File: config.mk
export PLATFORM = sky130hd
export DESIGN_NAME = packet_gather
export DESIGN_NICKNAME = d
export VERILOG_FILES = /design/src/pktq_buf_pkg.sv /design/src/pktq_pkg.sv /design/src/packet_gather.sv
export SDC_FILE = /design/constraint.sdc
export NUM_CORES = 1
export LEC_CHECK = 0
export BUFFER_PORTS_ARGS = -buffer_cell sky130_fd_sc_hd__clkbuf_2
export CAP_MARGIN = 5
export CORE_MARGIN = 5
export CORE_UTILIZATION = 45
export CTS_BUF_LIST = sky130_fd_sc_hd__clkbuf_8
export DETAILED_ROUTE_END_ITERATION = 7
export PLACE_DENSITY = 0.81
export SYNTH_ARGS = -nofsm -noshare
export SYNTH_HDL_FRONTEND = slang
export SYNTH_SLANG_ARGS = --single-unit
File: constraint.sdc
create_clock -name clk -period 19.2 [get_ports clk]
set_input_delay 1.92 -clock clk [delete_from_list [all_inputs] [get_ports clk]]
set_output_delay 1.92 -clock clk [all_outputs]
set_load 0.005 [all_outputs]
File: src/pktq_buf_pkg.sv
`default_nettype none

package pktq_buf_pkg;

    // ------------------------------
    // Buffer memory geometry
    // ------------------------------
    localparam int PTR_WIDTH    = 4;
    localparam int OFFSET_WIDTH = 6;

    // RAM word, same as the stream data word
    localparam int WORD_WIDTH   = 32;

    typedef logic [PTR_WIDTH-1:0]    buf_ptr_t;
    typedef logic [OFFSET_WIDTH-1:0] buf_offset_t;

    // Word address, buffer number in the upper bits
    typedef struct packed {
        buf_ptr_t    ptr;
        buf_offset_t offset;
    } buf_addr_t;

    typedef struct packed {
        logic                  wr_en;
        buf_addr_t             addr;
        logic [WORD_WIDTH-1:0] data;
    } mem_wr_t;

endpackage

`default_nettype wire
File: src/pktq_pkg.sv
`default_nettype none

package pktq_pkg;

    // ------------------------------
    // Stream widths
    // ------------------------------
    localparam int DATA_WIDTH = pktq_buf_pkg::WORD_WIDTH;
    localparam int META_WIDTH = 8;

    // Up to 64 words in a packet
    localparam int LEN_WIDTH  = 7;

    typedef logic [DATA_WIDTH-1:0] data_t;
    typedef logic [META_WIDTH-1:0] meta_t;
    typedef logic [LEN_WIDTH-1:0]  pkt_len_t;

    // ------------------------------
    // Stream beat
    // ------------------------------
    typedef struct packed {
        data_t data;
        meta_t meta;
        logic  eop;
        // Only meaningful together with eop
        logic  err;
    } pkt_beat_t;

    // ------------------------------
    // Completed packet descriptor
    // ------------------------------
    typedef struct packed {
        pktq_buf_pkg::buf_ptr_t buf_ptr;
        pkt_len_t               len;
        meta_t                  meta;
    } pkt_desc_t;

endpackage

`default_nettype wire

File: src/packet_gather.sv
`timescale 1ns/1ps
`default_nettype none

module packet_gather import pktq_pkg::*, pktq_buf_pkg::*; (
    input  wire            clk,
    input  wire            rst_n,
    input  wire            desc_valid,
    input  wire pkt_desc_t desc_out,
    input  wire data_t     rd_data,
    input  wire            out_rdy,
    output logic           desc_pop,
    output logic           rd_en,
    output buf_addr_t      rd_addr,
    output logic           free_valid,
    output buf_ptr_t       free_ptr,
    output pkt_beat_t      out_beat,
    output logic           out_valid
);

    typedef enum logic {
        ST_IDLE,
        ST_READ
    } state_t;

    state_t     state;
    pkt_desc_t  cur_desc;
    pkt_len_t   rd_off;
    logic       rd_last;
    logic       rd_pending;
    logic       rd_pend_last;
    pkt_beat_t  ret_beat;
    pkt_beat_t  skid [2];
    logic [1:0] sk_cnt;
    logic [2:0] occ;
    logic       out_fire;
    logic       wr_slot;

    // ------------------------------
    // Read issue
    // ------------------------------
    assign out_fire = out_valid && out_rdy;
    // Entries held plus the read still on its way back
    assign occ      = {1'b0, sk_cnt} + {2'b00, rd_pending};
    assign rd_last  = (rd_off == cur_desc.len - 1'b1);
    assign desc_pop = (state == ST_IDLE) && desc_valid;
    assign rd_en    = (state == ST_READ) && ((occ < 3'd2) || out_fire);
    assign rd_addr  = '{ptr: cur_desc.buf_ptr, offset: buf_offset_t'(rd_off)};

    // Buffer goes back as soon as its last word has been read
    assign free_valid = rd_en && rd_last;
    assign free_ptr   = cur_desc.buf_ptr;

    always_ff @(posedge clk) begin
        if (!rst_n) begin
            state      <= ST_IDLE;
            rd_pending <= 1'b0;
            sk_cnt     <= '0;
        end else begin
            rd_pending <= rd_en;
            sk_cnt     <= sk_cnt + 2'(rd_pending) - 2'(out_fire);
            case (state)
                ST_IDLE: begin
                    if (desc_valid) begin
                        state <= ST_READ;
                    end
                end
                ST_READ: begin
                    if (rd_en && rd_last) begin
                        state <= ST_IDLE;
                    end
                end
                default: state <= ST_IDLE;
            endcase
        end
    end

    // ------------------------------
    // Skid buffer
    // ------------------------------
    assign ret_beat = '{data: rd_data, meta: cur_desc.meta, eop: rd_pend_last, err: 1'b0};
    assign wr_slot  = out_fire ? (sk_cnt == 2'd2) : (sk_cnt == 2'd1);

    always_ff @(posedge clk) begin
        if (desc_pop) begin
            cur_desc <= desc_out;
            rd_off   <= '0;
        end else if (rd_en) begin
            rd_off <= rd_off + 1'b1;
        end
        if (rd_en) begin
            rd_pend_last <= rd_last;
        end
        if (out_fire) begin
            skid[0] <= skid[1];
        end
        // Overrides the shift when the new word lands in slot 0
        if (rd_pending) begin
            skid[wr_slot] <= ret_beat;
        end
    end

    assign out_valid = (sk_cnt != '0);
    assign out_beat  = skid[0];

endmodule

`default_nettype wire

Yosys cells after proc, flatten, opt, wreduce, memory -nomap -nowiden --
Memory sizes are Yosys's and may differ from the RTL's. Index checks and enable logic that the tools add are counted.
Word-level totals: flip-flop bits (word level) 31, RAM bits 84, input bits 55, output and inout bits 60, memories 1
Memories:
- skid | words 2, width 42, rd ports 2, clocked after memory_dff 0, write ports 2, RTL line packet_gather.sv:32 | pkt_beat_t skid [2];
Operators by class: $add $sub $neg 5, $lt $le $gt $ge 1, eq/ne operators 3, muxes and demuxes 8, bitwise logic cells 1, reduce and logical (&&, ||, !) cells 6
Operators with widths (count):
- $add A7 B1 Y7 const B | 1
- $eq A7 B7 Y1 | 1
- $mux W1 | 7
- $sub A7 B1 Y7 const B | 1
- $logic_and A1 B1 Y1 | 4
- $add A2 B1 Y3 | 1
- $lt A3 B2 Y1 const B | 1
- $add A2 B1 Y2 | 1
- $eq A2 B1 Y1 const B | 1
- $eq A2 B2 Y1 const B | 1
- $pmux W1 S2 | 1
- $reduce_bool A2 Y1 | 1
- $sub A2 B1 Y2 | 1
- $logic_or A1 B1 Y1 | 1
- $not A1 Y1 | 1

Longest topological paths before layout --
word-level depth 7, mapped depth 8

Worst setup path after synthesis --
No wires, ideal clock.
kind input -> register, start in out_rdy, end mem skid[1][10] (netlist bit), enable pin, arrival 6.741 ns, data required time 18.644 ns, path slack 11.902 ns, stages on the path 3, path buffers 0, cells stage by stage and2_1 ha_1 nor4b_1
RTL lines:
- start, declared | RTL line packet_gather.sv:10 | input wire out_rdy,
- end, declared | RTL line packet_gather.sv:32

Worst setup path after layout --
start in out_rdy, end out free_valid
On the way: longest elaborated chain between the ends 4
Ends and longest elaborated chain:
- $logic_and A1 B1 Y1 | RTL line packet_gather.sv:41 | assign out_fire = out_valid && out_rdy;
- $logic_or A1 B1 Y1 | RTL line packet_gather.sv:46 | assign rd_en = (state == ST_READ) && ((occ < 3'd2) || out_fire);
- $logic_and A1 B1 Y1 | RTL line packet_gather.sv:46
- $logic_and A1 B1 Y1 | RTL line packet_gather.sv:50 | assign free_valid = rd_en && rd_last;
- end, declared | RTL line packet_gather.sv:14 | output logic free_valid,
Every way passes these cells.

==> impl_metrics.json <==
{
  "grt_overflow": 0,
  "grt_max_degree": 43,
  "fin_crit_ns": 4.58,
  "crit_fanout": 9,
  "cpPeakStageDelay_ns": 0.24,
  "slowest_stage": "o21ai_2",
  "track_usage_pct": 13.9,
  "power.density_mw_per_mm2": 122,
  "routed_wl_um": 7780,
  "use_met3_pct": 4.91,
  "finalSetupViolCount": 0,
  "hold_class": "reg -> reg",
  "cts_tree": "done",
  "drive_above_1_share_pct": 50.7,
  "crit_buf_inv": 3,
  "gp_congestion": 0.754,
  "start_util_pct": 45.7,
  "layout.nets": 422,
  "yosysTopAreaCellShare_pct": 69.2,
  "hpwl_um": 5340,
  "final_common_cell": "clkbuf_2",
  "clock_sinks": 113,
  "ys_warn_count": 0,
  "postLayoutCoreUtil_pct": 55.5,
  "critPathKind": "in -> out",
  "cts-htree-levels": 4,
  "die_h_um": 109,
  "grt_pass1_wl_um": 12200,
  "antenna_found_initial": 0,
  "multi_input_area_um2": 973,
  "status": "finished, final reports clean",
  "p_leak_nw": 2.07,
  "grt_use_met2_pct": 21.7,
  "post_cts_buffers": 0,
  "dieArea_mm2": 0.0119,
  "crit_path_end_kind": "output port",
  "clock-root-buffer": "clkbuf_8",
  "diodes": 0,
  "clk_latency_ns": 0.41,
  "num_rows": 36,
  "fillers": 766,
  "syn_avg_cell_area_um2": 17.9,
  "drt-initial-drc-count": 113,
  "ctsResizeCount": 0,
  "met1_usage_pct": 17.4,
  "crit_chain": "clkbuf_2 > o21ai_2 > inv_2 > and2_1 > clkbuf_2",
  "regArea_mm2": 0.00328,
  "final_cell_mix": "clkbuf_2 (113), edfxtp_1 (102), mux2_2 (39)",
  "whs_ns": 0.445,
  "ant_nets": 0,
  "drtPass1Iterations": 4,
  "ir_drop_uv": 56.1,
  "ys_seq_area_share_pct": 74.1,
  "cp.arrival_ns": 2.66,
  "dpl-instance-area_mm2": 0.00503,
  "remaining_drc_errors": 0,
  "cp.required_ns": 17.28,
  "io_pins": 115,
  "die_w_um": 109,
  "critPathMostFrequentCell": "clkbuf_2",
  "dp_slack_ns": 14.62,
  "coreArea_mm2": 0.00968,
  "grt_pass1_vias": 2442,
  "final_hold_viol_count": 0,
  "synthToLayoutAreaGrowth_pct": 21.3,
  "cap_violations": 0,
  "hold_buffers": 0,
  "synth_largest_area_cell": "edfxtp_1",
  "setup_tns_ns": 0,
  "fin_crit_sh_pct": 23.9,
  "synth_nets": 307,
  "grt-busiest-layer": "met2",
  "worst_slack_ns": 14.62,
  "critical-path-top-delay-family": "buffers and inverters",
  "vias_per_cell": 4.70,
  "syn_inst": 248,
  "path_clk_slew_ns": 0.06,
  "vias": 2377,
  "post_drt_wl_per_cell_um": 15.4,
  "max_freq_ghz": 0.218,
  "post_synth_num_cell_types": 37,
  "synthTopCellsByArea": "edfxtp_1 (69%), mux2_2 (9.9%), dfxtp_1 (5.0%), buf_4 (2.5%), xnor2_1 (1.6%)",
  "syn_area_mm2": 0.00443,
  "numPortBuffers": 113,
  "rsz0062_at_grt": "no",
  "start_kind": "primary input",
  "drv_slew": 0,
  "tightest_slew_ns": 1.03,
  "fin_area_mm2": 0.00537,
  "slew_headroom_pct": 31.3,
  "cts_buffers": 17,
  "clockBufferDepth": 2,
  "ys_ff_latch": 113,
  "finalClockSkew_ns": 0.00415
}
## cells in the mapped netlist
cell and count:
a21oi_1 5, a311oi_1 1, and2_1 5, buf_4 15
buf_6 4, clkbuf_1 1, conb_1 1, dfxtp_1 11
edfxtp_1 102, ha_1 4, inv_1 5, inv_2 1
mux2_1 2, mux2_2 39, nand2_1 6, nand2b_1 2
nand2b_4 1, nand3_1 1, nand3b_1 1, nand4_1 2
nor2_1 7, nor2b_1 2, nor3_1 2, nor3b_2 1
nor4_2 1, nor4b_1 1, nor4b_2 1, o2111ai_1 1
o21ai_0 3, o21ai_2 1, o31a_1 1, o31ai_4 1
o41a_2 1, or2_2 1, or3_1 1, xnor2_1 8
xor2_1 6
## logic make-up after synthesis
| group | synth area share (%) |
|---|---|
| simple gates | 4.86 |
| mux | 10.4 |
| buf+inv | 4.15 |
| other cells | 0.0847 |
| xor+xnor | 2.77 |
| fa+ha+maj | 1.13 |
| compound gates | 2.46 |
| flops | 74.1 |
## where the power goes
group / switching, mW / total, mW / leakage, nW / internal [mW]
sequential: 0.0158 / 0.343 / 1.04 / 0.327
clock: 0.0844 / 0.193 / 0.177 / 0.109
combinational: 0.0662 / 0.119 / 0.861 / 0.0524
total: 0.166 / 0.655 / 2.07 / 0.489
## flip-flops by register name, summed over array words and instances, names as in the netlist
signal and cells:
free_ptr 4, cur_desc 15, rd_pend_last 1, state 1, skid 82, rd_off 7, sk_cnt 2, rd_pending 1
## final timing paths
kind	from	to	slack [ns]	depth (start not counted)
worst max-delay path	out_rdy	free_valid	14.62	5
worst min-delay path	cur_desc[0]	skid[1][2]	0.45	0
worst max register to register	sk_cnt[1]	skid[0][3]	16.09	6
worst min register to register	cur_desc[0]	skid[1][2]	0.45	0
## stage by stage
| stage | cells | total power, mW |
|---|---|---|
| 3_5_place_dp | 477 | 0.471 |
| 5_1_grt | 506 | 0.693 |
| 3_3_place_gp | 477 | 0.465 |
| 6_report | 506 | 0.655 |
| 4_1_cts | 506 | 0.667 |
| 2_1_floorplan | 248 | 0.420 |
## per-layer routing
layer	up-vias	part of all wire, %
li1	1147	-
met1	1127	44
met2	92	47
met3	11	7.6
met4	0	1.4
met5	-	0
## worst register-to-register path, delay by kind of cell, from the launching register on
family | cells | cell delay [ns]
simple gates | 3 | 1.17
fa+ha+maj | 1 | 0.34
buf+inv | 1 | 0.49
flops | 1 | 0.35
compound gates | 1 | 0.25
## area by class of cell
class	count	area share [%]
Clock buffer	17	4.36
Clock inverter	12	1.93
Inverter	6	0.419
Multi-Input combinational cell	109	18.1
Sequential cell	113	61.1
Tap cell	133	3.10
Timing Repair Buffer	116	10.9
Power figures use the tool's default switching activity.
