===== src/pktq_buf_pkg.sv =====
`default_nettype none

package pktq_buf_pkg;

    // ------------------------------
    // Buffer memory geometry
    // ------------------------------
    localparam int PTR_WIDTH    = 4;
    localparam int OFFSET_WIDTH = 6;

    // RAM word, same as the stream data word
    localparam int WORD_WIDTH   = 32;

    typedef logic [PTR_WIDTH-1:0]    buf_ptr_t;
    typedef logic [OFFSET_WIDTH-1:0] buf_offset_t;

    // Word address, buffer number in the upper bits
    typedef struct packed {
        buf_ptr_t    ptr;
        buf_offset_t offset;
    } buf_addr_t;

    typedef struct packed {
        logic                  wr_en;
        buf_addr_t             addr;
        logic [WORD_WIDTH-1:0] data;
    } mem_wr_t;

endpackage

`default_nettype wire

===== src/buffer_alloc.sv =====
`timescale 1ns/1ps
`default_nettype none

module buffer_alloc import pktq_buf_pkg::*; #(
    parameter int NUM_BUFFERS = 16
) (
    input  wire           clk,
    input  wire           rst_n,
    input  wire           alloc_take,
    input  wire           free_valid,
    input  wire buf_ptr_t free_ptr,
    output logic          avail,
    output buf_ptr_t      head_ptr,
    output logic          init_done
);

    localparam int IDX_W = (NUM_BUFFERS > 1) ? $clog2(NUM_BUFFERS) : 1;

    buf_ptr_t         fl_mem [NUM_BUFFERS];
    logic [IDX_W-1:0] rd_idx;
    logic [IDX_W-1:0] wr_idx;
    logic [IDX_W:0]   count;
    logic             filling;
    buf_ptr_t         fill_ptr;
    logic             push;
    buf_ptr_t         push_ptr;
    logic             pop;

    function automatic logic [IDX_W-1:0] next_idx(input logic [IDX_W-1:0] idx);
        return (idx == IDX_W'(NUM_BUFFERS - 1)) ? '0 : idx + 1'b1;
    endfunction

    // Fill sequencer owns the push port until every pointer is in
    assign push     = filling || free_valid;
    assign push_ptr = filling ? fill_ptr : free_ptr;
    assign pop      = alloc_take && avail;

    assign avail    = init_done && (count != '0);
    assign head_ptr = fl_mem[rd_idx];

    always_ff @(posedge clk) begin
        if (push) begin
            fl_mem[wr_idx] <= push_ptr;
        end
    end

    always_ff @(posedge clk) begin
        if (!rst_n) begin
            rd_idx    <= '0;
            wr_idx    <= '0;
            count     <= '0;
            filling   <= 1'b1;
            fill_ptr  <= '0;
            init_done <= 1'b0;
        end else begin
            if (push) begin
                wr_idx <= next_idx(wr_idx);
            end
            if (pop) begin
                rd_idx <= next_idx(rd_idx);
            end
            if (push && !pop) begin
                count <= count + 1'b1;
            end else if (pop && !push) begin
                count <= count - 1'b1;
            end
            // One pointer per cycle, done after the last one
            if (filling) begin
                fill_ptr <= fill_ptr + 1'b1;
                if (fill_ptr == buf_ptr_t'(NUM_BUFFERS - 1)) begin
                    filling   <= 1'b0;
                    init_done <= 1'b1;
                end
            end
        end
    end

endmodule

`default_nettype wire


===== config.mk =====
export PLATFORM = sky130hd
export DESIGN_NAME = buffer_alloc
export DESIGN_NICKNAME = d
export VERILOG_FILES = /design/src/pktq_buf_pkg.sv /design/src/buffer_alloc.sv
export SDC_FILE = /design/constraint.sdc
export NUM_CORES = 1
export LEC_CHECK = 0
export ABC_AREA = 1
export BUFFER_PORTS_ARGS = -buffer_cell sky130_fd_sc_hd__buf_4
export CAP_MARGIN = 20
export CORE_MARGIN = 2
export CORE_UTILIZATION = 61
export CTS_CLUSTER_DIAMETER = 120
export DETAILED_ROUTE_END_ITERATION = 16
export PLACE_DENSITY = 0.79
export SYNTH_ARGS = -nofsm -noshare
export SYNTH_HDL_FRONTEND = slang
export SYNTH_SLANG_ARGS = --single-unit

===== constraint.sdc =====
create_clock -name clk -period 2.8 [get_ports clk]
set_input_delay 0.28 -clock clk [delete_from_list [all_inputs] [get_ports clk]]
set_output_delay 0.28 -clock clk [all_outputs]
set_load 0.1 [all_outputs]

Yosys cells after proc, flatten, opt, wreduce, memory -nomap -nowiden:

Memory sizes are Yosys's and may differ from the RTL's. A register that Yosys moved wholly into a read port is not among the register bits.
Index checks and enable logic that the tools add are counted.

* bits in writable memories: 64
* output and inout port bits: 6
* bits of input ports: 8
* bits in registers: 19
* memories kept: 1

* muxes and demuxes: 11
* add/sub/neg operators: 5
* equality and inequality tests: 3
* reductions and logical operators: 10

Memories
* fl_mem: words 16, width 4, rd ports 1, clocked after Yosys merged registers in 1, wr ports 1, line buffer_alloc.sv:19 `buf_ptr_t fl_mem [NUM_BUFFERS];`

Operator list (number)
* 4-bit 2-to-1 mux: 5
* 4-bit by 1-bit adder with 4-bit output, second input constant: 3
* 4-bit == test, second input constant: 3
* 5-bit 2-to-1 mux: 2
* 5-bit by 1-bit adder with 5-bit output, second input constant: 1
* 5-bit nonzero test: 1
* 5-bit by 1-bit subtractor with 5-bit output, second input constant: 1
* 1-bit logical AND: 4
* 1-bit 2-to-1 mux: 4
* 1-bit logical NOT: 2
* 2-bit AND reduction: 1
* 2-bit nonzero test: 1
* 1-bit logical OR: 1

Depth between registers and ports, before layout:

Gate-level depths: netlist of the first run.

* depth in word-level cells: 6
* mapped depth: 12
* mapped depth without buffers: 12

Worst setup path before layout of the first run:

Ideal clock, no wire load.

* path type: reg-to-reg
* start point: reg init_done
* end point: reg count[3]
* slack: 0.180 ns
* stages on the path, launching flop included: 10
* library setup time: 0.115 ns
* clock period less this slack: 2.620 ns
* arrival: 2.505 ns
* cell sequence: dfxtp_1 -> nand3_2 -> ha_1 -> inv_1 -> ha_1 -> or2_2 -> nand3_1 -> nand2_1 -> o21ai_0 -> inv_1

* longest elaborated chain between the ends: 5
* elaborated cells on any way between the ends: 7

Ends and longest elaborated chain
* start, declared: line buffer_alloc.sv:14 `output logic init_done`
* start signal, assigned: line buffer_alloc.sv:54 `init_done <= 1'b0;`
* start signal, assigned: line buffer_alloc.sv:72 `init_done <= 1'b1;`
* 1-bit logical AND (*): line buffer_alloc.sv:38 `assign avail = init_done && (count != '0);`
* 1-bit logical AND (*): line buffer_alloc.sv:36 `assign pop = alloc_take && avail;`
* 1-bit logical NOT: line buffer_alloc.sv:62 `if (push && !pop) begin`
* 1-bit logical AND: line buffer_alloc.sv:62
* 5-bit 2-to-1 mux or 2-bit nonzero test (tied branches)
* end signal, assigned: line buffer_alloc.sv:63 `count <= count + 1'b1;`
* end signal, assigned: line buffer_alloc.sv:65 `count <= count - 1'b1;`
* end, declared: line buffer_alloc.sv:22 `logic [IDX_W:0] count;`

Mark *: on every way between the ends. The rest lies on a longest branch, timed or not.
A chain may end at the register's enable or synchronous reset.

==> metrics, run 1 <==
Critical Path RT 2.52 ns; Seq/Total Area, Yosys 0.585; Via density 5.37; Startpoint Class register; Routed Antenna Nets 0; routed vias 2908; multi-input logic area 0.00126 sq mm; IO Pins 14; skew final 0.00982 ns; Cell Pwr Density 568 mW/mm^2; vias in the first global route 2834; Initial Util 0.638; drt drc 0; Leak 0.00200 uW; Syn Nets 463; status finished clean; Yosys top cell area share 0.472; most common cell in the netlist nand2_1; DR WL/cell 14.3 um; IO Port Bufs 13; drt initial violations 195; All-Layer GR Usage 0.232; clock sink count 87; Final HPWL DP 5.23 mm; Commonest cells post-synth nand2_1, inv_1, edfxtp_1; Final setup viols 0; synthesis-stage register bit count 87; storage element area 0.00238 sq mm; Hold/Removal Path Class primary input to register; CTS root buf clkbuf_8; post-CTS setup buffers 0; Fin Setup TNS 0 ns; Die Ht 85.7 um; largest net degree at the start of global routing 33; crit path time final 2.39 ns; DIE AREA 0.00734 sq mm; CTS Buf Count 9; Fin. Hold Viols 0; Routed WL 7.75 mm; Worst R2R Setup Slack 0.56 ns; fin nets 479; crit end category output port; Finished Cell Area 0.00436 sq mm; cell count after synthesis 444; # rows 29; area of placed instances 0.00418 sq mm; yosys warns 0; ranking of synthesized cells by area edfxtp_1, dfxtp_1, nand2_1; worst ir drop on vdd 445 uV; Final Max Tran Viols 0; TritonCTS clock tree yes; Detailed Routing Iterations Pass 1 5; Synth area leader edfxtp_1; core area 0.00639 sq mm; cts repair resizes 0; Least-Margin Pin Slew 0.597 ns; clock slew seen by the registers of the worst setup and hold paths 0.08 ns; MaxCap Viol Count 0; H-tree levels 3; Post-Syn Area 0.00407 sq mm; clk_lat worst skew 0.36 ns; Crit Path Class register to output port; RSZ-0062 raised after global routing no; gpl congestion 0.879; CTS max path bufs 2; Slew Limit Headroom 0.601; total power 2480 uW; CP arrival 2.11 ns; crit path max fanout 25; Synth async-reset ratio 0; initial antenna violation count 0; final period utilization 0.855; Post-CTS Hold Buffers 0; fmax 418 MHz; Die X 85.7 um; ant diodes 0; GRT overflow 0; synth unique cells 26; first-pass GRT wire length 12.9 mm; share of post-route cells with drive strength above 1 0.0860; synth-to-layout area growth 7.16%; number of synthesized flops with an enable pin 64; FILL cells 498; Avg Cell Area, Syn 9.17 sq um; top_reg_cell synth edfxtp_1
==> routing by layer <==
| layer | wire [um] | track usage | vias up |
|---|---|---|---|
| li1 | - | - | 1439 |
| met1 | 3320 | 0.304 | 1339 |
| met2 | 3660 | 0.360 | 117 |
| met3 | 600 | 0.0616 | 13 |
| met4 | 158 | 0.114 | 0 |
| met5 | 0 | 0 | - |
==> final cells by class <==
type,instances,area share
flip-flops and latches,87,0.546
multi-input cells,265,0.289
inverters,79,0.0697
clock buffers,13,0.0318
repair buffers,18,0.0310
well taps,77,0.0221
clock inverters,3,0.0100
==> stage by stage <==
step | hold slack, ns | std cells | utilization | setup slack [ns]
3_5_place_dp | 0.489 | 526 | 0.655 | 0.577
2_1_floorplan | 0.448 | 444 | - | 0.180
5_1_grt | 0.186 | 542 | 0.683 | 0.293
4_1_cts | 0.180 | 542 | 0.683 | 0.430
3_3_place_gp | 0.487 | 526 | 0.655 | 0.660
6_report | 0.193 | 542 | 0.683 | 0.407
==> logic make-up after synthesis <==
group           after synthesis  synth area share
simple gates                230             0.241
fa+ha+maj                    11            0.0356
buf+inv                      92             0.105
flops                        87             0.585
xor+xnor                      3           0.00645
compound gates               21            0.0270
==> critical path: stages (launching register included) <==
cell and delay [ns]:
dfxtp_1 0.57, buf_4 0.35, nand2_1 0.11, nand2_1 0.08, nand2_1 0.07, nand3_1 0.08
nand3_1 0.10, nand2_1 0.11, buf_4 0.29
==> worst paths after layout <==
path / from / end / cells past startpoint
min reg2reg: fill_ptr[3] / fill_ptr[3] / 2
min: rst_n / filling / 2
max: register / head_ptr[3] / 8
max reg2reg: count[0] / count[3] / 11
==> state kept, by name, indices dropped and copies added, names as in the netlist, named ones only <==
signal     flops
fl_mem        64
count          5
fill_ptr       4
rd_idx         4
wr_idx         4
filling        1
init_done      1
==> power by group <==
part | internal [uW] | switching, uW
Combinational | 53.6 | 153
Sequential | 1420 | 17.7
Clock | 414 | 420
Total | 1890 | 591
==> cells in the final DEF, fill, tap and decap left out <==
| cell | n |
|---|---|
| buf_4 | 18 |
| edfxtp_1 | 64 |
| clkbuf_8 | 9 |
| nor2_1 | 43 |
| nand2_1 | 120 |
| inv_6 | 1 |
| a21oi_1 | 9 |
| clkbuf_1 | 4 |
| fa_1 | 1 |
| o21ai_2 | 1 |
| inv_1 | 74 |
| clkinv_4 | 1 |
| xor2_1 | 3 |
| clkinvlp_2 | 1 |
| nand2_4 | 1 |
| dfxtp_1 | 23 |
| nand3_2 | 1 |
| bufinv_16 | 1 |
| nand3_1 | 54 |
| o21ai_0 | 10 |
| or2_2 | 2 |
| nor2_8 | 1 |
| inv_2 | 2 |
| ha_1 | 10 |
| inv_4 | 1 |
| a31oi_1 | 1 |
| nor3_1 | 4 |
| nand4_1 | 4 |
| clkinv_1 | 1 |
Power figures use the tool's default switching activity.
==> run 2, diff against run 1 <==
RECOVER_POWER = 25   (was not set)
REMOVE_ABC_BUFFERS = 1   (was not set)
==> run 2 against run 1 <==
Effect of this change: sequential share of layout area down 0.12 points; design area is 0.23% higher; final cell count down 0.18%; global-route usage is 1.1 points lower; clock power increased by 11%; total power is 3.6% higher; critical endpoint unchanged; core utilization grew 0.16 points; sequential cell count did not move.
==> metrics, run 2 (synthesis gave the netlist of run 1 again) <==
DP Worst Slack 0.568 ns (was 0.577 ns); Critical Path RT 2.52 ns (about the same); Non-Filler Instances 541 (was 542); most common cell after layout, fill and taps aside nand2_1 (unchanged); clock sink count 87 (unchanged); max reg flops 64 (unchanged); drt drc 0 (unchanged); placed insts 525 (was 526); All-Layer GR Usage 0.221 (was 0.232); critical path's most frequent cell nand3_1 (was nand2_1); Startpoint Class register (unchanged); CTS max path bufs 2 (unchanged); first-pass GRT wire length 12.2 mm (was 12.9 mm); share of post-route cells with drive strength above 1 0.0754 (was 0.0860); top flop regs fl_mem: 64 flops, count: 5 flops (unchanged); Fin Setup TNS 0 ns (unchanged); CP max stage delay 0.73 ns (was 0.57 ns); vias in the first global route 2639 (was 2834); # rows 29 (unchanged); Final HPWL DP 5.04 mm (was 5.23 mm); Initial Util 0.638 (unchanged); DR top layer met4 (unchanged); CP Buf/Inv Count 2 (unchanged); Hold/Removal Path Class primary input to register (unchanged); synth-to-layout area growth 7.41% (was 7.16%); Slowest cell on crit path dfxtp_1 (unchanged); initial antenna violation count 0 (unchanged); Fin. Hold Viols 0 (unchanged); MaxCap Viol Count 0 (unchanged); IO Pins 14 (unchanged); met1 WL 3.37 mm (was 3.32 mm); routed vias 2765 (was 2908); DIE AREA 0.00734 sq mm (unchanged); Routed Antenna Nets 0 (unchanged); DR WL/cell 13.9 um (was 14.3 um); Least-Margin Pin Slew 0.844 ns (was 0.597 ns); clk_lat worst skew 0.35 ns (was 0.36 ns); Final Max Tran Viols 0 (unchanged); final period utilization 0.852 (was 0.855); commonest cells after routing, fill and taps aside nand2_1, inv_1, edfxtp_1, nand3_1, nor2_1 (unchanged); post-route setup slack 0.414 ns (was 0.407 ns); H-tree levels 3 (unchanged); gpl congestion 0.880 (was 0.879); RSZ-0062 raised after global routing no (unchanged); worst ir drop on vdd 688 uV (was 445 uV); clock slew seen by the registers of the worst setup and hold paths 0.08 ns (about the same); post-CTS setup buffers 0 (unchanged); TritonCTS clock tree yes (unchanged); Routed WL 7.50 mm (was 7.75 mm); Slew Limit Headroom 0.437 (was 0.601); Met3 Wirelength 414 um (was 600 um); crit path time final 2.39 ns (about the same); ant diodes 0 (unchanged); crit end category output port (unchanged); Post-CTS Hold Buffers 0 (unchanged); post-layout util 0.685 (was 0.683); Crit Path Class register to output port (unchanged); skew final 0.00758 ns (was 0.00982 ns); CP arrival 2.11 ns (about the same); IO Port Bufs 13 (unchanged); core area 0.00639 sq mm (unchanged); status finished clean (unchanged); Via density 5.11 (was 5.37); met2 routed WL 3.54 mm (was 3.66 mm); fmax 419 MHz (was 418 MHz); crit-path leading delay family flip-flops (was buffers and inverters); Biggest register fl_mem (unchanged); GRT overflow 0 (unchanged); drt initial violations 147 (was 195); CTS root buf clkbuf_8 (unchanged); cts repair resizes 0 (unchanged); Cell Pwr Density 587 mW/mm^2 (was 568 mW/mm^2); largest net degree at the start of global routing 33 (unchanged); Detailed Routing Iterations Pass 1 4 (was 5); fin nets 478 (was 479); crit path max fanout 17 (was 25); Die X 85.7 um (unchanged); crit-path cells inv_2 > nand3_1 > nand3_1 > nand3_1 > nand2_1 > buf_4 (was buf_4 > nand2_1 > nand2_1 > nand2_1 > nand3_1 > nand3_1 > nand2_1 > buf_4); Leak 0.00200 uW (about the same); FILL cells 499 (was 498); Die Ht 85.7 um (unchanged); CTS Buf Count 9 (unchanged); Final setup viols 0 (unchanged)
[run 2: metal layers]
| metal | up-vias | GRT usage |
|---|---|---|
| met1 | 1232 | 0.283 |
| met3 | 15 | 0.0529 |
| met4 | 0 | 0.102 |
| li1 | 1446 | - |
| met2 | 72 | 0.357 |
| met5 | - | 0 |
[run 2: report_power, final]
group	leakage (uW)	switching (uW)	internal [uW]
Combinational	0.00111	149	51.7
Sequential	0.000793	17.1	1420
Clock	0.000100	429	499
[run 2: worst paths after layout]
check | startpoint | endpoint | slack [ns] | cells past startpoint
max | register | head_ptr[3] | 0.41 | 6
min | rst_n | filling | 0.18 | 2
max reg2reg | count[1] | count[3] | 0.49 | 11
min reg2reg | fill_ptr[3] | fill_ptr[3] | 0.49 | 2
[run 2: worst register-to-register path, cell delays in order (launching register included)]
cell	delay (ns)
dfxtp_1	0.40
nor2_1	0.07
nand3_1	0.17
nand3_1	0.22
ha_1	0.26
inv_1	0.17
ha_1	0.29
or2_2	0.30
nand3_1	0.09
nand2_1	0.04
o21ai_0	0.14
inv_1	0.05
[run 2: area by class of cell]
type	instances	area, sq um	share of cell area
Multi-Input combinational cell	265	1250	0.285
Clock buffer	10	128	0.0292
Inverter	79	303	0.0692
Sequential cell	87	2380	0.545
Timing Repair Buffer	17	133	0.0303
Tap cell	77	96.3	0.0220
Clock inverter	6	85.1	0.0195
[run 2: per-stage QoR]
step	area, sq um	total power (uW)	hold slack [ns]
6_report	4370	2570	0.183
3_3_place_gp	4190	1660	0.480
2_1_floorplan	3950	1610	0.356
4_1_cts	4400	2580	0.175
3_5_place_dp	4190	1670	0.488
5_1_grt	4370	2650	0.176
