**src/pktq_buf_pkg.sv**
```systemverilog
`default_nettype none

package pktq_buf_pkg;

    // ------------------------------
    // Buffer memory geometry
    // ------------------------------
    localparam int PTR_WIDTH    = 4;
    localparam int OFFSET_WIDTH = 6;

    // RAM word, same as the stream data word
    localparam int WORD_WIDTH   = 32;

    typedef logic [PTR_WIDTH-1:0]    buf_ptr_t;
    typedef logic [OFFSET_WIDTH-1:0] buf_offset_t;

    // Word address, buffer number in the upper bits
    typedef struct packed {
        buf_ptr_t    ptr;
        buf_offset_t offset;
    } buf_addr_t;

    typedef struct packed {
        logic                  wr_en;
        buf_addr_t             addr;
        logic [WORD_WIDTH-1:0] data;
    } mem_wr_t;

endpackage

`default_nettype wire
```
**src/pktq_pkg.sv**
```systemverilog
`default_nettype none

package pktq_pkg;

    // ------------------------------
    // Stream widths
    // ------------------------------
    localparam int DATA_WIDTH = pktq_buf_pkg::WORD_WIDTH;
    localparam int META_WIDTH = 8;

    // Up to 64 words in a packet
    localparam int LEN_WIDTH  = 7;

    typedef logic [DATA_WIDTH-1:0] data_t;
    typedef logic [META_WIDTH-1:0] meta_t;
    typedef logic [LEN_WIDTH-1:0]  pkt_len_t;

    // ------------------------------
    // Stream beat
    // ------------------------------
    typedef struct packed {
        data_t data;
        meta_t meta;
        logic  eop;
        // Only meaningful together with eop
        logic  err;
    } pkt_beat_t;

    // ------------------------------
    // Completed packet descriptor
    // ------------------------------
    typedef struct packed {
        pktq_buf_pkg::buf_ptr_t buf_ptr;
        pkt_len_t               len;
        meta_t                  meta;
    } pkt_desc_t;

endpackage

`default_nettype wire

```
**src/desc_fifo.sv**
```systemverilog
`timescale 1ns/1ps
`default_nettype none

module desc_fifo import pktq_pkg::*; #(
    parameter int NUM_BUFFERS = 16
) (
    input  wire            clk,
    input  wire            rst_n,
    input  wire            desc_push,
    input  wire pkt_desc_t desc_in,
    input  wire            desc_pop,
    output logic           desc_valid,
    output pkt_desc_t      desc_out
);

    localparam int IDX_W = (NUM_BUFFERS > 1) ? $clog2(NUM_BUFFERS) : 1;

    pkt_desc_t        entries [NUM_BUFFERS];
    logic [IDX_W-1:0] rd_idx;
    logic [IDX_W-1:0] wr_idx;
    logic [IDX_W:0]   count;
    logic             pop;

    function automatic logic [IDX_W-1:0] next_idx(input logic [IDX_W-1:0] idx);
        return (idx == IDX_W'(NUM_BUFFERS - 1)) ? '0 : idx + 1'b1;
    endfunction

    // Head entry shows as soon as it is written
    assign desc_valid = (count != '0);
    assign desc_out   = entries[rd_idx];
    assign pop        = desc_pop && desc_valid;

    always_ff @(posedge clk) begin
        if (desc_push) begin
            entries[wr_idx] <= desc_in;
        end
    end

    always_ff @(posedge clk) begin
        if (!rst_n) begin
            rd_idx <= '0;
            wr_idx <= '0;
            count  <= '0;
        end else begin
            if (desc_push) begin
                wr_idx <= next_idx(wr_idx);
            end
            if (pop) begin
                rd_idx <= next_idx(rd_idx);
            end
            if (desc_push && !pop) begin
                count <= count + 1'b1;
            end else if (pop && !desc_push) begin
                count <= count - 1'b1;
            end
        end
    end

endmodule

`default_nettype wire

```
**config.mk**
```make
export PLATFORM = sky130hd
export DESIGN_NAME = desc_fifo
export DESIGN_NICKNAME = d
export VERILOG_FILES = /design/src/pktq_buf_pkg.sv /design/src/pktq_pkg.sv /design/src/desc_fifo.sv
export SDC_FILE = /design/constraint.sdc
export NUM_CORES = 1
export LEC_CHECK = 0
export ABC_AREA = 0
export BUFFER_PORTS_ARGS = -buffer_cell sky130_fd_sc_hd__buf_2
export CORE_UTILIZATION = 30
export CTS_BUF_LIST = sky130_fd_sc_hd__clkbuf_2
export DETAILED_ROUTE_END_ITERATION = 10
export GPL_TIMING_DRIVEN = 0
export HOLD_SLACK_MARGIN = 0.06
export PLACE_DENSITY = 0.52
export REMOVE_ABC_BUFFERS = 1
export SLEW_MARGIN = 20
export SYNTH_ARGS = -nofsm -noshare
export SYNTH_HDL_FRONTEND = slang
export SYNTH_SLANG_ARGS = --single-unit
export TNS_END_PERCENT = 50
```
**constraint.sdc**
```tcl
create_clock -name clk -period 7.2 [get_ports clk]
set_input_delay 0.72 -clock clk [delete_from_list [all_inputs] [get_ports clk]]
set_output_delay 0.72 -clock clk [all_outputs]
set_load 0.01 [all_outputs]
```
* Yosys cells after proc, flatten, opt, wreduce, memory -nomap -nowiden
Memories as Yosys holds them, arrays and structs flattened. A register that Yosys moved wholly into a read port is not among the register bits. Cells that the tools add are included.
Storage, ports and cells: logic and storage cells 25, bits in registers 13, input bits 23, bits in writable memories 304, output and inout port bits 20, memories 1
Memory list:
- entries | depth 16, bits a word 19, read ports 1, clocked after Yosys merged registers in 1, wr ports 1, line desc_fifo.sv:18 | pkt_desc_t entries [NUM_BUFFERS];
Cells by class: add/sub/neg operators 4, reductions and logical operators 7, eq/ne operators 2, multiplexer cells 8
Operators with widths (count):
- $mux 4 | 4
- $mux 5 | 2
- $add 4x1->4 const B | 2
- $eq 4x4->1 const B | 2
- $add 5x1->5 const B | 1
- $reduce_bool 5->1 | 1
- $sub 5x1->5 const B | 1
- $logic_and 1x1->1 | 3
- $logic_not 1->1 | 2
- $mux 1 | 2
- $reduce_bool 2->1 | 1

* Longest topological paths before layout
Gate-level depths: netlist of the first run.
word-level depth 5, mapped depth 9, depth with buffers taken out 9

* Worst setup path after synthesis of the first run
Ideal clock, no wire load.
path kind register -> register, start point register count[1], end point register count[3], arrival 2.305 ns, path buffers 0, setup slack 4.833 ns, clock period less this slack 2.367 ns, cell stages (with the launch flop) 10, setup time 0.062 ns, path through dfxtp_1 or4_4 o21ai_4 ha_1 inv_1 ha_1 a21o_1 a21oi_1 or4b_1 nand3_1
Between the ends: cells in the longest elaborated chain, start to end 5, elaborated cells on any way between the ends 10
RTL lines:
- start, declared | line desc_fifo.sv:21 | logic [IDX_W:0] count;
- start signal, assigned | line desc_fifo.sv:52 | count <= count + 1'b1;
- start signal, assigned | line desc_fifo.sv:54 | count <= count - 1'b1;
- parallel branches: the longest is 5 deep, another holds $sub 5x1->5
Parallel ways; which one is timed is not known. The select of a mux whose other input is x is not followed. A chain may end at the register's enable or synchronous reset.

==> qor.log, run 1 <==
INFO  sta            setup_total_negative_slack=0ps
INFO  synth          fraction_of_synthesis_flops_using_an_asynchronous_set_or_reset_pin=0%
INFO  layout         final_core_util=35.63%
INFO  cts            clk_path_buf_depth=3
INFO  worst_setup_path timing.critical_path.slowest_stage_cell=sky130_fd_sc_hd__dfxtp_4
INFO  cts            cts_resized=0
INFO  synth          postSynthCellCount=576
INFO  routing        detail_route.vias_per_cell=4.767
INFO  synth          yosys-top-cells-count=sky130_fd_sc_hd__edfxtp_1 (304), sky130_fd_sc_hd__mux4_2 (76), sky130_fd_sc_hd__a22oi_1 (38)
INFO  worst_setup_path crit_path_max_fanout=35
INFO  synth          synth.area.top_cells=sky130_fd_sc_hd__edfxtp_1 (74%), sky130_fd_sc_hd__mux4_2 (14%), sky130_fd_sc_hd__dfxtp_1 (2.8%)
INFO  worst_hold_path worstHoldPathType=input pin to register
INFO  run            drv_cap=0
INFO  cts            clk_latency=840ps
INFO  floorplanning  initial_core_util=30.71%
INFO  routing        drt.antenna.violating_nets=0
INFO  worst_setup_path worst-setup-path-type=register to primary output
INFO  layout         fin_nets=725
INFO  worst_setup_path worst_setup_path_start_kind=register
INFO  synth          synth_cell_type_count=35
INFO  synth          postSynth.topFlopCell=sky130_fd_sc_hd__edfxtp_1
INFO  routing        routedWlPerCell=21.74µm
INFO  synth          ys_ff_latch=321
INFO  power          ir_drop=0.1438mV
INFO  synth          synth_enable_flop_cells=304
INFO  worst_setup_path crit_chain=buf_16 -> buf_12 -> mux4_2 -> a22oi_1 -> nand2_1 -> buf_2
INFO  floorplanning  floorplan.rows=73
INFO  floorplanning  die-area=41960µm²
INFO  layout         stdcell_area=14320µm²
INFO  placed_design  place.gp.congestion=0.6920
INFO  placed_design  port_buffers=42
INFO  synth          synthesis.area_per_instance=21.43µm²
INFO  sta            post_route_skew=60.97ps
INFO  global_route   antenna_violations_before_repair=4
INFO  cts            clkSlewWorstSetupHoldPaths=110ps
INFO  cts            cts_root_buf=sky130_fd_sc_hd__clkbuf_2
INFO  synth          ys_seq_area_share=76.72%
INFO  sta            min_period=3929ps
INFO  placed_design  placedInstanceArea=13600µm²
INFO  cts            holdBufCountCts=0
INFO  global_route   grt_pass1_wl=40.90mm
INFO  worst_setup_path crit_family=buffers and inverters
INFO  floorplanning  floorplan.io_pins=43
INFO  layout         drive_gt1_share=37.82%
INFO  synth          synth-warning-count=0
INFO  sta            max_freq=254.5MHz
INFO  global_route   grt_pass1_vias=6753
INFO  worst_setup_path timing.critical_path.buf_inv=3
INFO  cts            h-tree-depth=3
INFO  cts            cts_tree=built
INFO  sta            timing.max_slew.rel_slack=49.29%
INFO  cts            cts-buffers-inserted=81
INFO  floorplanning  die_y=204.8µm
INFO  placed_design  dp_hpwl=16.43mm
INFO  power          power.static_leakage=0.004666µW
INFO  routing        drc_errors=0
INFO  run_status     run_status=completed
INFO  routing        drt_first_pass_iters=4
INFO  floorplanning  floorplan.die.width=204.8µm
INFO  sta            setup_violations=0
INFO  sta            hold_violations=0
INFO  worst_setup_path cp.required=6480ps
INFO  layout         regArea=9477µm²
INFO  worst_setup_path crit_arrival=3210ps
INFO  floorplanning  floorplan.core_area=40190µm²
INFO  layout         fillerInstances=3762
INFO  cts            clock_sinks=321
INFO  synth          synth_top_area_share=73.96%
INFO  sta            timing_max_transition_violations_final=0
INFO  global_route   track_usage=13.64%
INFO  synth          synth_area=12340µm²
INFO  sta            unrepaired_setup_endpoints_after_global_routing=no
INFO  routing        detailroute.via_count=6054
INFO  global_route   grt_overflow_total=0
INFO  worst_setup_path worstSetupEndpointType=primary output
INFO  cts            post-cts-setup-buffers=0
INFO  routing        postRouteWirelength=27.60mm
INFO  synth          synth_top_area_cell=sky130_fd_sc_hd__edfxtp_1
INFO  worst_setup_path worst_path_largest_cell_delay=700ps
INFO  global_route   grt_max_degree=40
INFO  sta            layout_worst_path_cycle_share=54.57%
INFO  power          finalPower=3993µW
INFO  layout         multiInputGateArea=2755µm²
INFO  power          power-per-cell-area=278.9nW/µm²
INFO  routing        detailedRoute.firstIterationViolations=414
INFO  sta            worst_slew_pin_slew=760.7ps
INFO  layout         syn_to_final_growth=16.02%
INFO  synth          dominant_cell_by_count_in_the_synthesized_netlist=sky130_fd_sc_hd__edfxtp_1
## worst register-to-register path, cell delays in order (launching register included)
cell,delay (ps)
sky130_fd_sc_hd__dfxtp_1,350
sky130_fd_sc_hd__or4_4,570
sky130_fd_sc_hd__o21ai_4,220
sky130_fd_sc_hd__ha_1,260
sky130_fd_sc_hd__inv_1,110
sky130_fd_sc_hd__ha_1,340
sky130_fd_sc_hd__nand2b_1,70
sky130_fd_sc_hd__a21oi_1,150
sky130_fd_sc_hd__mux2i_1,260
sky130_fd_sc_hd__mux2i_1,190
## power breakdown
| group | switching (µW) | leakage (µW) | total (µW) | internal [µW] |
|---|---|---|---|---|
| Clock | 692 | 0.000538 | 1180 | 492 |
| Sequential | 72.6 | 0.00289 | 2150 | 2080 |
| Combinational | 300 | 0.00124 | 661 | 361 |
## sequential cells by signal, indices dropped and copies added, names as in the netlist, named ones only
signal and flops:
count 5, wr_idx 4, rd_idx 4, entries 304
## metrics by stage
stage          setup WS [ps]  hold WS, ps  std cells
6_report                3271        244.6       1270
2_1_floorplan           2327        445.3        549
4_1_cts                 3111        139.6       1268
5_1_grt                 2967        121.9       1269
3_3_place_gp           737.4        457.8       1116
3_5_place_dp            4052        487.2       1134
## worst paths after layout
| check | cells after the start | from | slack [ps] | to |
|---|---|---|---|---|
| max reg2reg | 9 | count[1] | 4620 | count[4] |
| min | 1 | desc_in[10] | 240 | entries[8][10] |
| max | 6 | register | 3270 | desc_out[7] |
| min reg2reg | 2 | count[4] | 490 | count[4] |
## metal layers
metal  global-route usage, %  wire [µm]  share of wire [%]
met5                       0         21              0.076
met4                   5.410        544                2.0
met3                   3.373       1426                5.2
met2                   22.03      13600                 49
met1                   17.57      12010                 44
## logic make-up (layout without fill, tap and decap cells)
kind of cell	Yosys count	in the layout	synth area share, %
other	0	2	0
DFF	321	321	76.72
buffers and inverters	32	199	1.318
xor gates and xnor gates	4	4	0.2839
muxes	80	80	14.19
AOI/OAI and AO/OA	54	54	3.193
and+or+nand+nor	75	75	3.224
adders and majority gates	10	10	1.075
## layout by cell type (no fill, tap or decap), drive strengths merged
cell and instances:
or4b 1, fa 1, a311o 1, bufinv 2, and2 24, nand4b 1, a22oi 38, nand3 5
o21ai 7, xnor2 3, a21o 1, ha 9, nand2 26, mux4 76, inv 6, nor2b 4
clkbuf 112, diode 2, or4 1, xor2 1, buf 60, nor3b 1, dfxtp 17, clkinvlp 1
a21oi 3, and3 1, or3 1, edfxtp 304, a21boi 3, nor2 6, and3b 1, nand2b 3
clkinv 18, mux2i 4, o211ai 1
## final cells by class
type,count,share of cell area (%)
multi-input cells,223,19.24
repair buffers,60,4.823
flip-flops and latches,321,66.18
clock inverters,22,1.092
inverters,5,0.1311
well taps,525,4.587
diodes,2,0.03495
clock buffers,112,3.914
No activity file was read; power rests on OpenSTA's default activity.
==> inputs of run 2 (changes only) <==
Settings changed: PLACE_DENSITY 0.52 to 0.54.
Clock period 7.2 ns to 3.48 ns, I/O delays scaled along.
==> run 2 against run 1 <==
  * Wire length about the same
  * Clock power up 110%
  * Critical endpoint is now desc_out[10]
  * Final cell count up 2.0%
  * Combinational power up 110%
==> qor.log, run 2 (same netlist as run 1, synthesis figures left out) <==
INFO  run_status     run_status=completed [unchanged]
INFO  power          power.static_leakage=0.004718µW [was 0.004666 µW]
INFO  global_route   grt_pass1_vias=6935 [was 6753]
INFO  placed_design  dp_hpwl=15.54mm [was 16.43 mm]
INFO  layout         mostFrequentLayoutCell=sky130_fd_sc_hd__edfxtp_1 [unchanged]
INFO  floorplanning  die-area=41960µm² [unchanged]
INFO  sta            hold_violations=0 [unchanged]
INFO  cts            cts_resized=0 [unchanged]
INFO  placed_design  setup_slack_after_placement=877.4ps [was 4052 ps]
INFO  routing        detailroute.via_count=6279 [was 6054]
INFO  floorplanning  initial_core_util=30.71% [unchanged]
INFO  layout         fillerInstances=3748 [was 3762]
INFO  global_route   grt_overflow_total=0 [unchanged]
INFO  worst_setup_path crit_path_max_fanout=34 [was 35]
INFO  floorplanning  die_y=204.8µm [unchanged]
INFO  sta            post_route_skew=86.12ps [was 60.97 ps]
INFO  routing        drt.antenna.violating_nets=0 [unchanged]
INFO  worst_setup_path cp.required=3130ps [was 6480 ps]
INFO  worst_setup_path worst_setup_path_start_kind=register [unchanged]
INFO  worst_setup_path worstSetupEndpointType=primary output [unchanged]
INFO  global_route   grt_pass1_wl=41.52mm [was 40.90 mm]
INFO  power          ir_drop=0.2595mV [was 0.1438 mV]
INFO  routing        routedWlPerCell=21.30µm [was 21.74 µm]
INFO  worst_setup_path worst-setup-path-type=register to primary output [unchanged]
INFO  cts            clkSlewWorstSetupHoldPaths=110ps [about the same]
INFO  floorplanning  floorplan.core_area=40190µm² [unchanged]
INFO  floorplanning  floorplan.die.width=204.8µm [unchanged]
INFO  run            drv_cap=0 [unchanged]
INFO  layout         layout_common_cells=sky130_fd_sc_hd__edfxtp_1 (304), sky130_fd_sc_hd__clkbuf_2 (117), sky130_fd_sc_hd__mux4_2 (76), sky130_fd_sc_hd__buf_2 (42), sky130_fd_sc_hd__a22oi_1 (38) [was sky130_fd_sc_hd__edfxtp_1 (304), sky130_fd_sc_hd__clkbuf_2 (112), sky130_fd_sc_hd__mux4_2 (76), sky130_fd_sc_hd__buf_2 (42), sky130_fd_sc_hd__a22oi_1 (38)]
INFO  global_route   track_usage=13.78% [was 13.64%]
INFO  cts            cts_tree=built [unchanged]
INFO  cts            clock_sinks=321 [unchanged]
INFO  cts            clk_path_buf_depth=3 [unchanged]
INFO  cts            cts-buffers-inserted=83 [was 81]
INFO  sta            min_period=3168ps
INFO  sta            timing_max_transition_violations_final=0 [unchanged]
INFO  placed_design  port_buffers=42 [unchanged]
INFO  layout         largest_regs=entries x304, count x5 [unchanged]
INFO  cts            h-tree-depth=3 [unchanged]
INFO  layout         syn_to_final_growth=16.91% [was 16.02%]
INFO  sta            max_freq=315.6MHz
INFO  layout         drive_gt1_share=36.67% [was 37.82%]
INFO  sta            layout_worst_path_cycle_share=91.05%
INFO  sta            setup_violations=0 [unchanged]
INFO  sta            layout_setup_ws=311.6ps [was 3271 ps]
INFO  cts            cts_root_buf=sky130_fd_sc_hd__clkbuf_2 [unchanged]
INFO  sta            unrepaired_setup_endpoints_after_global_routing=no [unchanged]
INFO  floorplanning  floorplan.io_pins=43 [unchanged]
INFO  cts            clk_latency=890ps [was 840 ps]
INFO  worst_hold_path worstHoldPathType=input pin to register [unchanged]
INFO  power          power-per-cell-area=572.5nW/µm² [was 278.9 nW/µm²]
INFO  cts            post-cts-setup-buffers=0 [unchanged]
INFO  routing        postRouteWirelength=27.61mm [was 27.60 mm]
INFO  sta            timing.max_slew.rel_slack=48.03% [was 49.29%]
INFO  routing        detail_route.vias_per_cell=4.845 [was 4.767]
INFO  placed_design  place.gp.congestion=0.6860 [was 0.6920]
INFO  layout         fin_nets=746 [was 725]
INFO  routing        detailedRoute.firstIterationViolations=490 [was 414]
INFO  sta            worst_slew_pin_slew=779.5ps [was 760.7 ps]
INFO  sta            setup_total_negative_slack=0ps [unchanged]
INFO  routing        drc_errors=0 [unchanged]
INFO  layout         number_of_flip_flops_under_the_largest_register_name=304 [unchanged]
INFO  global_route   antenna_violations_before_repair=1 [was 4]
INFO  layout         largest-register=entries [unchanged]
INFO  cts            holdBufCountCts=23 [was 0]
INFO  routing        drt_first_pass_iters=5 [was 4]
INFO  worst_setup_path crit_arrival=2820ps [was 3210 ps]
INFO  global_route   grt_max_degree=41 [was 40]
INFO  floorplanning  floorplan.rows=73 [unchanged]
-- run 2: power by group --
group	switching, µW	total [µW]	internal, µW
clock network	1450	2430	979
logic	629	1390	761
registers	142	4440	4290
total	2230	8260	6030
-- run 2: final cells by class --
| type | count | area [µm²] | area share, % |
|---|---|---|---|
| flip-flops and latches | 321 | 9477 | 65.67 |
| multi-input cells | 223 | 2755 | 19.09 |
| repair buffers | 79 | 795.8 | 5.515 |
| well taps | 525 | 656.9 | 4.552 |
| clock buffers | 117 | 585.6 | 4.058 |
| clock inverters | 24 | 136.4 | 0.9451 |
| inverters | 5 | 18.77 | 0.1301 |
| diodes | 2 | 5.005 | 0.03468 |
-- run 2: worst paths after layout --
check              startpoint              to  slack, ps  cells past startpoint
setup / recovery     register    desc_out[10]        310                      5
hold / removal    desc_in[11]  entries[0][11]        370                      2
setup reg to reg     count[1]        count[4]        850                      9
hold reg to reg      count[4]        count[4]        480                      2
-- run 2: worst max-delay path: stages, from the launching register on --
cell	delay, ps
sky130_fd_sc_hd__dfxtp_4	660
sky130_fd_sc_hd__buf_16	320
sky130_fd_sc_hd__mux4_2	550
sky130_fd_sc_hd__a22oi_1	200
sky130_fd_sc_hd__nand2_1	130
sky130_fd_sc_hd__buf_2	160
-- run 2: metrics by stage --
| stage | power, µW | hold WS (ps) | utilization (%) | cells | area (µm²) |
|---|---|---|---|---|---|
| after global placement | 5939 | 463.7 | 32.51 | 1116 | 13070 |
| after CTS | 8391 | 290.2 | 35.89 | 1294 | 14430 |
| final | 8261 | 373.7 | 35.91 | 1296 | 14430 |
| after floorplan | 5534 | 445.3 | - | 549 | 12200 |
| after global routing | 8706 | 332.7 | 35.91 | 1296 | 14430 |
| after detailed placement | 5922 | 474.1 | 33.52 | 1130 | 13470 |
-- run 2: per-layer routing --
metal | vias up | routed length, µm | GRT usage [%]
li1 | 2722 | - | -
met1 | 3268 | 11920 | 17.83
met2 | 230 | 13160 | 22.22
met3 | 59 | 1800 | 2.975
met4 | 0 | 725 | 6.103
met5 | - | 0 | 0
